`config.mk`:
```
export PLATFORM = sky130hd
export DESIGN_NAME = ProcessorPP
export DESIGN_NICKNAME = d
export VERILOG_FILES = /design/src/verilog/CoreTypes.sv /design/src/verilog/PipelineTypes.sv /design/src/verilog/ProcessorPP.sv /design/src/verilog/RegisterFile.sv /design/src/verilog/StageEX.sv /design/src/verilog/StageID.sv /design/src/verilog/StageIF.sv /design/src/verilog/StageMEM.sv /design/src/verilog/StallController.sv
export VERILOG_INCLUDE_DIRS = /design/src /design/src/verilog
export SDC_FILE = /design/constraint.sdc
export NUM_CORES = 2
export LEC_CHECK = 0
export BUFFER_PORTS_ARGS = -buffer_cell sky130_fd_sc_hd__buf_2
export CAP_MARGIN = 40
export CELL_PAD_IN_SITES_DETAIL_PLACEMENT = 1
export CELL_PAD_IN_SITES_GLOBAL_PLACEMENT = 1
export CORE_ASPECT_RATIO = 1.75
export CORE_UTILIZATION = 29
export CTS_CLUSTER_SIZE = 30
export DETAILED_ROUTE_END_ITERATION = 6
export PLACE_DENSITY_LB_ADDON = 0.1
export RECOVER_POWER = 50
export SLEW_MARGIN = 20
export SYNTH_ARGS = -nofsm -noshare
export SYNTH_HDL_FRONTEND = slang
export SYNTH_SLANG_ARGS = --single-unit
```
`constraint.sdc`:
```
create_clock -name i_clock -period 11 [get_ports i_clock]
set_input_delay 1.65 -clock i_clock [delete_from_list [all_inputs] [get_ports i_clock]]
set_output_delay 1.65 -clock i_clock [all_outputs]
set_load 0.01 [all_outputs]
```
`src/verilog/rv_macros.svh`:
```
`ifndef RV_MACROS_SVH
`define RV_MACROS_SVH

// ------------------------------
// Core sizing
// ------------------------------

`define RV_XLEN      32                 // Data and address width
`define RV_REG_COUNT 32                 // Base integer registers

// ------------------------------
// Reset and filler values
// ------------------------------

`define RV_RESET_PC  32'h0000_0000      // First fetch address
`define RV_NOP       32'h0000_0013      // ADDI x0,x0,0

`endif
```
`src/verilog/CoreTypes.sv`:
```
`include "rv_macros.svh"

package CoreTypes;

    typedef logic [`RV_XLEN-1:0]              Data;      // Data word
    typedef logic [`RV_XLEN-1:0]              InstAddr;  // Instruction address
    typedef logic [`RV_XLEN-1:0]              Inst;      // Instruction word
    typedef logic [$clog2(`RV_REG_COUNT)-1:0] RegAddr;   // Register index

    // ------------------------------
    // Instruction fields
    // ------------------------------

    typedef enum logic [6:0] {
        OP     = 7'b0110011,            // Register-register ALU
        OP_IMM = 7'b0010011,            // Register-immediate ALU
        LOAD   = 7'b0000011,            // LW
        STORE  = 7'b0100011             // SW
    } Opcode;

    typedef enum logic [2:0] {
        ALU_ADD,                        // Also load/store address
        ALU_SUB,
        ALU_AND,
        ALU_OR,
        ALU_XOR,
        ALU_SLT                         // Signed compare
    } AluOp;

endpackage

```
`src/verilog/PipelineTypes.sv`:
```
package PipelineTypes;

    typedef struct packed {
        logic              isValid;
        CoreTypes::Data    dataA;       // Forwarded rs1
        CoreTypes::Data    dataB;       // Forwarded rs2, store data
        CoreTypes::Data    immediate;   // I or S immediate
        CoreTypes::RegAddr regWrAddr;
        logic              regWrEnable;
        logic              memRdEnable;
        logic              memWrEnable;
        CoreTypes::AluOp   aluOp;
        logic              useImm;      // Operand B from immediate
    } IdExReg;

    typedef struct packed {
        logic              isValid;
        CoreTypes::Data    result;      // ALU result or memory address
        CoreTypes::Data    storeData;
        CoreTypes::RegAddr regWrAddr;
        logic              regWrEnable;
        logic              memRdEnable;
        logic              memWrEnable;
    } ExMemReg;

    typedef struct packed {
        logic              isValid;
        CoreTypes::RegAddr regWrAddr;
        logic              regWrEnable;
        CoreTypes::Data    regWrData;
    } MemWbReg;

    typedef struct packed {
        CoreTypes::RegAddr rs1;
        logic              rs1Used;
        CoreTypes::RegAddr rs2;
        logic              rs2Used;
    } SrcRegs;

    typedef struct packed {
        logic ifIdStall;
        logic idExStall;
        logic idExFlush;                // Bubble into EX
        logic exMemStall;
        logic memWbFlush;               // Bubble into WB
    } StallCtrl;

    typedef struct packed {
        CoreTypes::Data addr;
        CoreTypes::Data wrData;
        logic           rd;
        logic           wr;
    } DataBusReq;

endpackage

```
`src/verilog/ProcessorPP.sv`:
```
`timescale 1ns/1ps

module ProcessorPP (
    input  logic                     i_clock,       // Clock
    input  logic                     i_reset,       // Reset
    output CoreTypes::InstAddr       o_instAddr,    // Instruction bus address
    input  CoreTypes::Inst           i_inst,        // Instruction, same cycle
    output PipelineTypes::DataBusReq o_dataReq,     // Data bus request
    input  CoreTypes::Data           i_dataRdData,  // Load data
    input  logic                     i_dataBusy);   // Data bus back-pressure

    PipelineTypes::StallCtrl ctrl;
    CoreTypes::InstAddr      ifIdPc;
    CoreTypes::Inst          ifIdInst;
    logic                    ifIdIsValid;
    CoreTypes::RegAddr       rdAddrA;
    CoreTypes::RegAddr       rdAddrB;
    CoreTypes::Data          rdDataA;
    CoreTypes::Data          rdDataB;
    PipelineTypes::SrcRegs   srcRegs;
    PipelineTypes::IdExReg   idEx;
    CoreTypes::Data          exResult;
    PipelineTypes::ExMemReg  exMem;
    CoreTypes::Data          memWrData;
    PipelineTypes::MemWbReg  memWb;
    logic                    busyHazard;

    // ------------------------------
    // Control
    // ------------------------------

    StallController stallCtrl (
        .i_srcRegs    (srcRegs),
        .i_idEx       (idEx),
        .i_busyHazard (busyHazard),
        .o_stallCtrl  (ctrl));

    RegisterFile regs (
        .i_clock   (i_clock),
        .i_reset   (i_reset),
        .i_rdAddrA (rdAddrA),
        .i_rdAddrB (rdAddrB),
        .o_rdDataA (rdDataA),
        .o_rdDataB (rdDataB),
        .i_memWb   (memWb));                  // WB port

    // ------------------------------
    // Stages
    // ------------------------------

    StageIF stageIF (
        .i_clock     (i_clock),
        .i_reset     (i_reset),
        .i_stallCtrl (ctrl),
        .o_instAddr  (o_instAddr),
        .i_inst      (i_inst),
        .o_pc        (ifIdPc),
        .o_inst      (ifIdInst),
        .o_isValid   (ifIdIsValid));

    StageID stageID (
        .i_clock     (i_clock),
        .i_reset     (i_reset),
        .i_stallCtrl (ctrl),
        .i_inst      (ifIdInst),
        .i_pc        (ifIdPc),
        .i_isValid   (ifIdIsValid),
        .i_exResult  (exResult),              // Forward from EX
        .i_exMem     (exMem),
        .i_memWrData (memWrData),             // Forward from MEM
        .i_memWb     (memWb),                 // Forward from WB
        .i_rdDataA   (rdDataA),
        .i_rdDataB   (rdDataB),
        .o_rdAddrA   (rdAddrA),
        .o_rdAddrB   (rdAddrB),
        .o_srcRegs   (srcRegs),
        .o_idEx      (idEx));

    StageEX stageEX (
        .i_clock     (i_clock),
        .i_reset     (i_reset),
        .i_stallCtrl (ctrl),
        .i_idEx      (idEx),
        .o_result    (exResult),
        .o_exMem     (exMem));

    StageMEM stageMEM (
        .i_clock      (i_clock),
        .i_reset      (i_reset),
        .i_stallCtrl  (ctrl),
        .i_exMem      (exMem),
        .o_dataReq    (o_dataReq),
        .i_dataRdData (i_dataRdData),
        .i_dataBusy   (i_dataBusy),
        .o_busyHazard (busyHazard),
        .o_wrData     (memWrData),
        .o_memWb      (memWb));

endmodule

```
`src/verilog/RegisterFile.sv`:
```
`timescale 1ns/1ps
`include "rv_macros.svh"

module RegisterFile (
    input  logic                   i_clock,     // Clock
    input  logic                   i_reset,     // Reset
    input  CoreTypes::RegAddr      i_rdAddrA,   // Read port A address
    input  CoreTypes::RegAddr      i_rdAddrB,   // Read port B address
    output CoreTypes::Data         o_rdDataA,   // Read port A data
    output CoreTypes::Data         o_rdDataB,   // Read port B data
    input  PipelineTypes::MemWbReg i_memWb);    // Write-back port

    CoreTypes::Data regs [`RV_REG_COUNT];       // x0 never written

    logic wrEnable;

    assign wrEnable = i_memWb.isValid && i_memWb.regWrEnable &&
                      (i_memWb.regWrAddr != '0);

    always_ff @(posedge i_clock) begin
        if (i_reset) begin
            for (int i = 0; i < `RV_REG_COUNT; i++)
                regs[i] <= '0;
        end
        else if (wrEnable)
            regs[i_memWb.regWrAddr] <= i_memWb.regWrData;
    end

    // Async reads, x0 forced to zero
    assign o_rdDataA = (i_rdAddrA == '0) ? '0 : regs[i_rdAddrA];
    assign o_rdDataB = (i_rdAddrB == '0) ? '0 : regs[i_rdAddrB];

endmodule

```
`src/verilog/StageEX.sv`:
```
`timescale 1ns/1ps

module StageEX (
    input  logic                    i_clock,      // Clock
    input  logic                    i_reset,      // Reset
    input  PipelineTypes::StallCtrl i_stallCtrl,  // Stall controls
    input  PipelineTypes::IdExReg   i_idEx,       // ID/EX register
    output CoreTypes::Data          o_result,     // ALU result, also forwarded
    output PipelineTypes::ExMemReg  o_exMem);     // EX/MEM register

    CoreTypes::Data opA;
    CoreTypes::Data opB;

    // ------------------------------
    // ALU
    // ------------------------------

    assign opA = i_idEx.dataA;
    assign opB = i_idEx.useImm ? i_idEx.immediate : i_idEx.dataB;

    always_comb begin
        case (i_idEx.aluOp)
            CoreTypes::ALU_SUB: o_result = opA - opB;
            CoreTypes::ALU_AND: o_result = opA & opB;
            CoreTypes::ALU_OR:  o_result = opA | opB;
            CoreTypes::ALU_XOR: o_result = opA ^ opB;
            CoreTypes::ALU_SLT: o_result = CoreTypes::Data'($signed(opA) < $signed(opB));
            default:            o_result = opA + opB;   // ADD, LW/SW address
        endcase
    end

    // ------------------------------
    // EX/MEM register
    // ------------------------------

    always_ff @(posedge i_clock) begin
        if (i_reset) begin
            o_exMem.isValid     <= 1'b0;
            o_exMem.regWrEnable <= 1'b0;
            o_exMem.memRdEnable <= 1'b0;
            o_exMem.memWrEnable <= 1'b0;
        end
        else if (!i_stallCtrl.exMemStall) begin   // Held while the bus is busy
            o_exMem.isValid     <= i_idEx.isValid;
            o_exMem.result      <= o_result;
            o_exMem.storeData   <= i_idEx.dataB;
            o_exMem.regWrAddr   <= i_idEx.regWrAddr;
            o_exMem.regWrEnable <= i_idEx.regWrEnable;
            o_exMem.memRdEnable <= i_idEx.memRdEnable;
            o_exMem.memWrEnable <= i_idEx.memWrEnable;
        end
    end

endmodule

```
`src/verilog/StageID.sv`:
```
`timescale 1ns/1ps
`include "rv_macros.svh"

module StageID (
    input  logic                    i_clock,      // Clock
    input  logic                    i_reset,      // Reset
    input  PipelineTypes::StallCtrl i_stallCtrl,  // Stall controls
    input  CoreTypes::Inst          i_inst,       // IF/ID instruction
    input  CoreTypes::InstAddr      i_pc,         // IF/ID address
    input  logic                    i_isValid,    // IF/ID valid
    input  CoreTypes::Data          i_exResult,   // ALU result in EX
    input  PipelineTypes::ExMemReg  i_exMem,      // Instruction in MEM
    input  CoreTypes::Data          i_memWrData,  // Write-back value in MEM
    input  PipelineTypes::MemWbReg  i_memWb,      // Instruction in WB
    input  CoreTypes::Data          i_rdDataA,    // Register file port A
    input  CoreTypes::Data          i_rdDataB,    // Register file port B
    output CoreTypes::RegAddr       o_rdAddrA,
    output CoreTypes::RegAddr       o_rdAddrB,
    output PipelineTypes::SrcRegs   o_srcRegs,    // To hazard detection
    output PipelineTypes::IdExReg   o_idEx);      // ID/EX register

    logic                  known;                 // Opcode in the subset
    CoreTypes::Inst        inst;
    PipelineTypes::IdExReg idExNext;

    function automatic CoreTypes::AluOp aluDecode(input logic [2:0] funct3, input logic sub);
        case (funct3)
            3'b000:  return sub ? CoreTypes::ALU_SUB : CoreTypes::ALU_ADD;
            3'b010:  return CoreTypes::ALU_SLT;
            3'b100:  return CoreTypes::ALU_XOR;
            3'b110:  return CoreTypes::ALU_OR;
            3'b111:  return CoreTypes::ALU_AND;
            default: return CoreTypes::ALU_ADD;
        endcase
    endfunction

    // Youngest producer wins and x0 is never forwarded
    function automatic CoreTypes::Data forward(
        input CoreTypes::RegAddr addr,
        input CoreTypes::Data    rfData);
        if (addr == '0)
            return rfData;
        else if (o_idEx.isValid && o_idEx.regWrEnable && o_idEx.regWrAddr == addr)
            return i_exResult;                    // From EX
        else if (i_exMem.isValid && i_exMem.regWrEnable && i_exMem.regWrAddr == addr)
            return i_memWrData;                   // From MEM
        else if (i_memWb.isValid && i_memWb.regWrEnable && i_memWb.regWrAddr == addr)
            return i_memWb.regWrData;             // From WB
        else
            return rfData;
    endfunction

    // ------------------------------
    // Decode
    // ------------------------------

    assign inst      = i_isValid ? i_inst : `RV_NOP;   // Empty slot decodes as NOP
    assign o_rdAddrA = inst[19:15];
    assign o_rdAddrB = inst[24:20];

    always_comb begin
        known                = 1'b1;
        o_srcRegs.rs1        = inst[19:15];
        o_srcRegs.rs2        = inst[24:20];
        o_srcRegs.rs1Used    = 1'b1;
        o_srcRegs.rs2Used    = 1'b0;
        idExNext.regWrAddr   = inst[11:7];
        idExNext.immediate   = {{20{inst[31]}}, inst[31:20]};            // I-type
        idExNext.aluOp       = CoreTypes::ALU_ADD;
        idExNext.useImm      = 1'b1;
        idExNext.regWrEnable = 1'b0;
        idExNext.memRdEnable = 1'b0;
        idExNext.memWrEnable = 1'b0;
        case (inst[6:0])
            CoreTypes::OP: begin
                idExNext.useImm      = 1'b0;
                idExNext.regWrEnable = 1'b1;
                idExNext.aluOp       = aluDecode(inst[14:12], inst[30]);
                o_srcRegs.rs2Used    = 1'b1;
            end
            CoreTypes::OP_IMM: begin
                idExNext.regWrEnable = 1'b1;
                idExNext.aluOp       = aluDecode(inst[14:12], 1'b0); // No SUBI
            end
            CoreTypes::LOAD: begin
                idExNext.regWrEnable = 1'b1;
                idExNext.memRdEnable = 1'b1;
            end
            CoreTypes::STORE: begin
                idExNext.memWrEnable = 1'b1;
                idExNext.immediate   = {{20{inst[31]}}, inst[31:25], inst[11:7]}; // S-type
                o_srcRegs.rs2Used    = 1'b1;
            end
            default: begin
                known             = 1'b0;         // Outside the subset
                o_srcRegs.rs1Used = 1'b0;
            end
        endcase
        idExNext.isValid     = i_isValid && known;
        idExNext.regWrEnable = idExNext.regWrEnable && idExNext.isValid;
        idExNext.memRdEnable = idExNext.memRdEnable && idExNext.isValid;
        idExNext.memWrEnable = idExNext.memWrEnable && idExNext.isValid;
        idExNext.dataA       = forward(o_srcRegs.rs1, i_rdDataA);
        idExNext.dataB       = forward(o_srcRegs.rs2, i_rdDataB);
    end

    // ------------------------------
    // ID/EX register
    // ------------------------------

    always_ff @(posedge i_clock) begin
        if (i_reset || i_stallCtrl.idExFlush) begin    // Bubble
            o_idEx.isValid     <= 1'b0;
            o_idEx.regWrEnable <= 1'b0;
            o_idEx.memRdEnable <= 1'b0;
            o_idEx.memWrEnable <= 1'b0;
        end
        else if (!i_stallCtrl.idExStall)
            o_idEx <= idExNext;
    end

endmodule

```
`src/verilog/StageIF.sv`:
```
`timescale 1ns/1ps
`include "rv_macros.svh"

module StageIF (
    input  logic                    i_clock,      // Clock
    input  logic                    i_reset,      // Reset
    input  PipelineTypes::StallCtrl i_stallCtrl,  // Stall controls
    output CoreTypes::InstAddr      o_instAddr,   // Instruction bus address
    input  CoreTypes::Inst          i_inst,       // Word at o_instAddr
    output CoreTypes::InstAddr      o_pc,         // IF/ID address
    output CoreTypes::Inst          o_inst,       // IF/ID instruction
    output logic                    o_isValid);   // IF/ID valid

    CoreTypes::InstAddr pc;                       // Fetch address

    assign o_instAddr = pc;

    // ------------------------------
    // Program counter
    // ------------------------------

    always_ff @(posedge i_clock) begin
        if (i_reset)
            pc <= `RV_RESET_PC;
        else if (!i_stallCtrl.ifIdStall)
            pc <= pc + 32'd4;                     // No branches, always sequential
    end

    // ------------------------------
    // IF/ID register
    // ------------------------------

    always_ff @(posedge i_clock) begin
        if (i_reset)
            o_isValid <= 1'b0;
        else if (!i_stallCtrl.ifIdStall) begin
            o_isValid <= 1'b1;
            o_pc      <= pc;
            o_inst    <= i_inst;
        end
    end

endmodule

```
`src/verilog/StageMEM.sv`:
```
`timescale 1ns/1ps

module StageMEM (
    input  logic                     i_clock,       // Clock
    input  logic                     i_reset,       // Reset
    input  PipelineTypes::StallCtrl  i_stallCtrl,   // Stall controls
    input  PipelineTypes::ExMemReg   i_exMem,       // EX/MEM register
    output PipelineTypes::DataBusReq o_dataReq,     // Data bus request
    input  CoreTypes::Data           i_dataRdData,  // Load data
    input  logic                     i_dataBusy,    // Bus back-pressure
    output logic                     o_busyHazard,  // Pending and busy
    output CoreTypes::Data           o_wrData,      // Write-back value, also forwarded
    output PipelineTypes::MemWbReg   o_memWb);      // MEM/WB register

    logic pending;                                  // Request on the bus

    // ------------------------------
    // Data bus
    // ------------------------------

    assign o_dataReq.addr   = i_exMem.result;
    assign o_dataReq.wrData = i_exMem.storeData;
    assign o_dataReq.rd     = i_exMem.isValid && i_exMem.memRdEnable;
    assign o_dataReq.wr     = i_exMem.isValid && i_exMem.memWrEnable;

    assign pending      = o_dataReq.rd || o_dataReq.wr;
    assign o_busyHazard = pending && i_dataBusy;   // Stable request while high

    assign o_wrData = i_exMem.memRdEnable ? i_dataRdData : i_exMem.result;

    // ------------------------------
    // MEM/WB register
    // ------------------------------

    always_ff @(posedge i_clock) begin
        if (i_reset || i_stallCtrl.memWbFlush) begin
            o_memWb.isValid     <= 1'b0;
            o_memWb.regWrEnable <= 1'b0;
        end
        else begin
            o_memWb.isValid     <= i_exMem.isValid;
            o_memWb.regWrAddr   <= i_exMem.regWrAddr;
            o_memWb.regWrEnable <= i_exMem.regWrEnable;
            o_memWb.regWrData   <= o_wrData;
        end
    end

endmodule

```
`src/verilog/StallController.sv`:
```
`timescale 1ns/1ps

module StallController (
    input  PipelineTypes::SrcRegs   i_srcRegs,     // Sources of the ID instruction
    input  PipelineTypes::IdExReg   i_idEx,        // Instruction in EX
    input  logic                    i_busyHazard,  // Data bus busy
    output PipelineTypes::StallCtrl o_stallCtrl);  // Stage controls

    logic loadInEx;                                 // EX holds a load with a destination
    logic hitA;
    logic hitB;
    logic loadUse;

    // ------------------------------
    // Load-use detection
    // ------------------------------

    assign loadInEx = i_idEx.isValid && i_idEx.memRdEnable && i_idEx.regWrEnable &&
                      (i_idEx.regWrAddr != '0);
    assign hitA     = i_srcRegs.rs1Used && (i_srcRegs.rs1 == i_idEx.regWrAddr);
    assign hitB     = i_srcRegs.rs2Used && (i_srcRegs.rs2 == i_idEx.regWrAddr);
    assign loadUse  = loadInEx && (hitA || hitB);

    // ------------------------------
    // Combined controls
    // ------------------------------

    // Busy freezes IF..MEM and wins over the load-use bubble
    assign o_stallCtrl.ifIdStall  = loadUse || i_busyHazard;
    assign o_stallCtrl.idExStall  = i_busyHazard;
    assign o_stallCtrl.idExFlush  = loadUse && !i_busyHazard;
    assign o_stallCtrl.exMemStall = i_busyHazard;
    assign o_stallCtrl.memWbFlush = i_busyHazard;   // MEM result not ready yet

endmodule

```
* After elaboration in Yosys (flattened, before gate mapping)
Memory sizes are Yosys's and may differ from the RTL's.
Index checks and enable logic that the tools add are counted.
** Word-level totals
- Memories :: 1
- Bits in registers :: 266
- Output and inout port bits :: 98
- Bits in writable memories :: 1024
- Bits of input ports :: 67
- Word-level logic and storage cells :: 132
** Cells by class
- $lt $le $gt $ge :: 1
- Equality and inequality tests :: 21
- Muxes and demuxes :: 33
- Bitwise logic cells :: 7
- Reductions and logical operators :: 42
- Add/sub/neg operators :: 3
** Memories
- regs.regs :: depth 32, bits a word 32, rd ports 2, clocked after Yosys merged registers in 0, write ports 32, line RegisterFile.sv:13 : CoreTypes::Data regs [`RV_REG_COUNT];
** Operators by type and width (count)
- two-way mux 32 bit :: 14
- one-hot mux 32 bit (5 select lines) :: 1
- equality test 5 bit :: 8
- adder 32 x 3 -> 32 bit, second input constant :: 1
- adder 32 bit :: 1
- AND 32 bit :: 1
- < comparator 32 bit :: 1
- OR 32 bit :: 1
- OR reduction 32 bit :: 1
- subtractor 32 bit :: 1
- bitwise XOR 32 bit :: 1
- logical AND 1 bit :: 24
- equality test 3 bit, second input constant :: 5
- one-hot mux 3 bit (5 select lines) :: 1
- equality test 7 x 6 -> 1 bit, second input constant :: 2
- two-way mux 1 bit :: 13
- one-hot mux 3 bit (4 select lines) :: 1
- logical NOT 5 bit :: 2
- two-way mux 5 bit :: 2
- nonzero test 5 bit :: 2
- equality test 3 x 2 -> 1 bit, second input constant :: 3
- equality test 7 x 2 -> 1 bit, second input constant :: 1
- equality test 7 x 5 -> 1 bit, second input constant :: 1
- one-hot mux 3 bit (2 select lines) :: 1
- 9 further kinds :: 18

* Longest topological paths before layout
- Depth after elaboration :: 11
- Mapped depth :: 16

* Hierarchy
From an unflattened synthesis, not the netlist that was laid out.
** Unflattened totals
- Cell total of the unflattened synthesis :: 5441
- Area, all modules :: 74232.4 um^2
** Modules (own cells, without submodules)
- RegisterFile :: times used 1, seq. area each 30749.5 um^2, area each 54135.7 um^2, cells each 3495
- StageEX :: times used 1, seq. area each 2152.1 um^2, area each 8215.4 um^2, cells each 988
- StageID :: times used 1, seq. area each 2632.5 um^2, area each 6173.4 um^2, cells each 563
- StageIF :: times used 1, seq. area each 2482.4 um^2, area each 3330.7 um^2, cells each 229
- StageMEM :: times used 1, seq. area each 1151.1 um^2, area each 2204.6 um^2, cells each 145
- StallController :: times used 1, seq. area each 0.0 um^2, area each 172.7 um^2, cells each 21

* Worst setup path after synthesis
OpenSTA, ideal clock, no wires.
- Path kind :: input port to flip-flop
- Start point :: input i_reset
- End point :: register stageID.o_idEx[0] (netlist name), enable pin
- Setup time :: 634 ps
- Path slack :: 2684 ps
- Data arrival time :: 7682 ps
- Stages on the path :: 2
- Buffers on the path :: 1
- Data required time :: 10366 ps
- Path through :: clkbuf_1 -> nor3_1
** Between the ends
- Cells in the longest elaborated chain, start to end :: 3
** RTL lines
- from (decl) :: line ProcessorPP.sv:5 : input logic i_reset,
- logical OR 1 bit :: line StageID.sv:112 : if (i_reset || i_stallCtrl.idExFlush) begin
- inverter 1 bit (no line)
- AND reduction 2 bit (no line)
- to (signal assigned) :: line StageID.sv:119 : o_idEx <= idExNext;
- to (decl) :: line StageID.sv:20 : output PipelineTypes::IdExReg o_idEx);
No other way between the ends.
A chain may end at the register's enable or synchronous reset.

==> flow_summary.json <==
{
  "period_minus_slack_ns": 7.98,
  "start_util": 0.292,
  "rsz0062_at_grt": "no",
  "min_path_type": "reg2reg",
  "n_fill_cell": 27200,
  "nets": 6600,
  "swShare": 0.319,
  "cts_buffers": 149,
  "finalHoldViolCount": 0,
  "drt_iter0_markers": 4385,
  "vias": 56100,
  "die_y_um": 669,
  "crit_path_end_kind": "flip-flop",
  "crit_buf_inv": 4,
  "detail-route-antenna-nets": 0,
  "clock_sinks": 1288,
  "postCtsSetupBuffers": 0,
  "critPathTopFamily": "buffers and inverters",
  "portBuffers": 162,
  "crit_path_frequent_cell": "buf_4",
  "switching_power_mw": 4.30,
  "dr.pass1.iters": 7,
  "netlist_top_cells_area": "edfxtp_1, and2_1, mux2i_1",
  "cts.repair.resized": 0,
  "wl_per_cell_um": 36.2,
  "tightest_slew_ns": 3.48,
  "synth.top_cell.area_share": 0.508,
  "drv_slew": 968,
  "fp.dieArea_mm2": 0.256,
  "path_cells": "buf_4 > clkinvlp_2 > buf_4 > buf_4 > o22ai_1 > a31oi_1 > a21oi_1 > a211oi_1 > a211oi_1 > nor3_1",
  "synth_top_area_cell": "edfxtp_1",
  "io_pins": 165,
  "fin_crit_sh": 0.725,
  "synthFlopType": "edfxtp_1",
  "synth_edf_count": 1247,
  "startpoint_type": "flip-flop",
  "antenna_found_initial": 25,
  "cp.arrival_ns": 8.49,
  "place_congestion": 0.969,
  "die_x_um": 383,
  "dpl.cell_count": 9574,
  "routed_wirelength_mm": 357,
  "synthArstFlopShare": 0,
  "fin_area_mm2": 0.0826,
  "wirelength_met1_mm": 132,
  "cp_slowest_cell": "clkinvlp_2",
  "cts_buffer_depth": 4,
  "crit_type": "reg2reg",
  "synth_cells": 6505,
  "worstPathMaxFanout": 39,
  "wl_met2_mm": 187,
  "fmax_mhz": 125,
  "drive_above_1_share": 0.113,
  "stdcell_count": 9863,
  "required_ns": 11.51,
  "power.share.clock": 0.364,
  "ys_types": 95,
  "cts_tree": "built",
  "ys.warnings.count": 0,
  "maxCapViolations": 35,
  "core_area_mm2": 0.252,
  "fp-row-count": 244,
  "violations": "design-rule violations, max-capacitance violations, max-slew violations",
  "netlist_area_mm2": 0.0737,
  "viasPerCell": 5.69,
  "dp_hpwl_mm": 245,
  "syn_avg_cell_area_um2": 11.3,
  "top_layer": "met5",
  "p_int_mw": 9.17,
  "power.leakage_nw": 29.9,
  "pwr-share-comb": 0.202,
  "tns_ns": 0,
  "p_seq_frac": 0.433,
  "ys_seq_elements": 1288,
  "final_cell_mix": "edfxtp_1, and2_1, mux2i_1, nor2_1, and2_0",
  "status": "complete, but fails checks",
  "cts-root-buf": "clkbuf_16",
  "setup-violations-final": 0,
  "power.density_mw_per_mm2": 163,
  "met3_length_mm": 14.5,
  "yosysSeqAreaShare": 0.519,
  "grt_pass1_vias": 58200,
  "peakVddDrop_mv": 0.104,
  "grt_pass1_wl_mm": 485,
  "postCtsHoldBufs": 0,
  "placed_area_mm2": 0.0784,
  "clk_pin_slew_ns": 0.07,
  "layout_commonest_cell": "edfxtp_1",
  "clkLatencyLatePin_ns": 0.83,
  "worst_clock_skew_ns": 0.0410,
  "globalRouteTotalUtil": 0.271,
  "grt_start_max_net_pins": 97,
  "globalRouteOverflowTotal": 0,
  "htree_num_levels": 4,
  "critPathMaxStageDelay_ns": 2.21,
  "relSlewSlack": -1.32,
  "postLayoutCoreUtil": 0.327,
  "drc": 56,
  "area_growth_pct": 12.1
}
==> power groups by stage <==
stage | logic (mW) | clock network [mW] | registers [mW]
5_1_grt | 2.84 | 5.14 | 5.85
2_1_floorplan | 1.53 | 0 | 5.82
4_1_cts | 2.72 | 5.01 | 5.83
6_report | 2.73 | 4.90 | 5.84
3_3_place_gp | 2.65 | 0 | 5.95
3_5_place_dp | 2.71 | 0 | 5.94
==> stage by stage <==
| step | power, mW | worst slack, ns | hold slack, ns |
|---|---|---|---|
| after global placement | 8.60 | 4.49 | 0.452 |
| after floorplan | 7.36 | 2.68 | 0.426 |
| after detailed placement | 8.65 | 5.31 | 0.453 |
| after CTS | 13.6 | 5.25 | 0.463 |
| final | 13.5 | 3.02 | 0.464 |
| after global routing | 13.8 | 3.09 | 0.494 |
==> cells by family (layout without fill, tap and decap cells) <==
| family | count (synthesis) | count (layout) | share of synthesized area |
|---|---|---|---|
| multiplexers | 735 | 735 | 0.119 |
| XOR/XNOR | 91 | 91 | 0.0108 |
| AND/OR/NAND/NOR | 2114 | 2114 | 0.152 |
| flip-flops | 1288 | 1288 | 0.519 |
| adder cells (fa/ha/maj) | 124 | 124 | 0.0212 |
| other | 1 | 72 | 0.0000509 |
| buffers and inverters | 828 | 794 | 0.0478 |
| AO/OA/AOI/OAI | 1324 | 1324 | 0.130 |
==> synth_stat cells (17+ instances only) <==
library cell	instances
edfxtp_1	1247
and2_1	989
mux2i_1	534
nor2_1	514
clkbuf_1	453
a21oi_1	247
nand2_1	238
a211oi_1	187
nor3_1	146
inv_1	139
a221oi_1	136
ha_1	122
o21ai_0	117
o22ai_1	108
mux4_2	105
buf_2	98
mux2_2	96
a221o_1	83
a2111oi_0	82
buf_4	76
xnor2_1	65
buf_1	58
a31oi_1	57
nand3_1	57
a311oi_1	43
dfxtp_1	41
a22oi_1	34
or2_2	33
o211ai_1	30
a222oi_1	27
xor2_1	26
and3_1	21
nor2b_1	21
a21o_1	17
==> area by class of cell <==
type / count / area [um2] / area share
clock buffer: 182 / 3860 / 0.0467
sequential: 1288 / 38300 / 0.463
tap: 3321 / 4160 / 0.0503
clock inverter: 64 / 579 / 0.00701
timing repair buffer: 407 / 2670 / 0.0323
multi-input combinational: 4422 / 32500 / 0.393
inverter: 141 / 531 / 0.00642
antenna: 38 / 95.1 / 0.00115
==> state kept, by name (all words and copies together) (netlist names) <==
register	flops
regs.regs	1024
stageEX.o_exMem	73
stageID.o_idEx	89
stageIF.o_inst	32
stageIF.o_instAddr	30
stageIF.o_isValid	1
stageMEM.o_memWb	39
==> metal layers <==
layer | vias to the layer above | track usage
met5 | - | 0
met2 | 1836 | 0.504
li1 | 24000 | -
met4 | 4 | 0.156
met1 | 29600 | 0.299
met3 | 665 | 0.0248
==> worst register-to-register path, cell delays in order, from the launching register on <==
cell and delay, ns:
dfxtp_1 1.14, buf_4 0.74, clkinvlp_2 2.25, buf_4 1.19
buf_4 0.39, o22ai_1 0.25, a31oi_1 0.21, a21oi_1 0.44
a211oi_1 0.14, a211oi_1 0.70, nor3_1 0.20
==> worst paths after layout <==
kind / slack, ns / end / depth (start not counted) / start
setup / recovery: 3.02 / stageID.o_idEx[101]$_DFFE_PP_ / 10 / stageIF.o_isValid$_SDFFE_PP0N_
hold / removal: 0.46 / stageEX.o_exMem[0]$_SDFFE_PP0N_ / 2 / stageID.o_idEx[4]$_SDFFE_PP0N_
setup reg to reg: 3.02 / stageID.o_idEx[101]$_DFFE_PP_ / 10 / stageIF.o_isValid$_SDFFE_PP0N_
hold reg to reg: 0.46 / stageEX.o_exMem[0]$_SDFFE_PP0N_ / 2 / stageID.o_idEx[4]$_SDFFE_PP0N_
No activity file was read; power rests on OpenSTA's default activity.
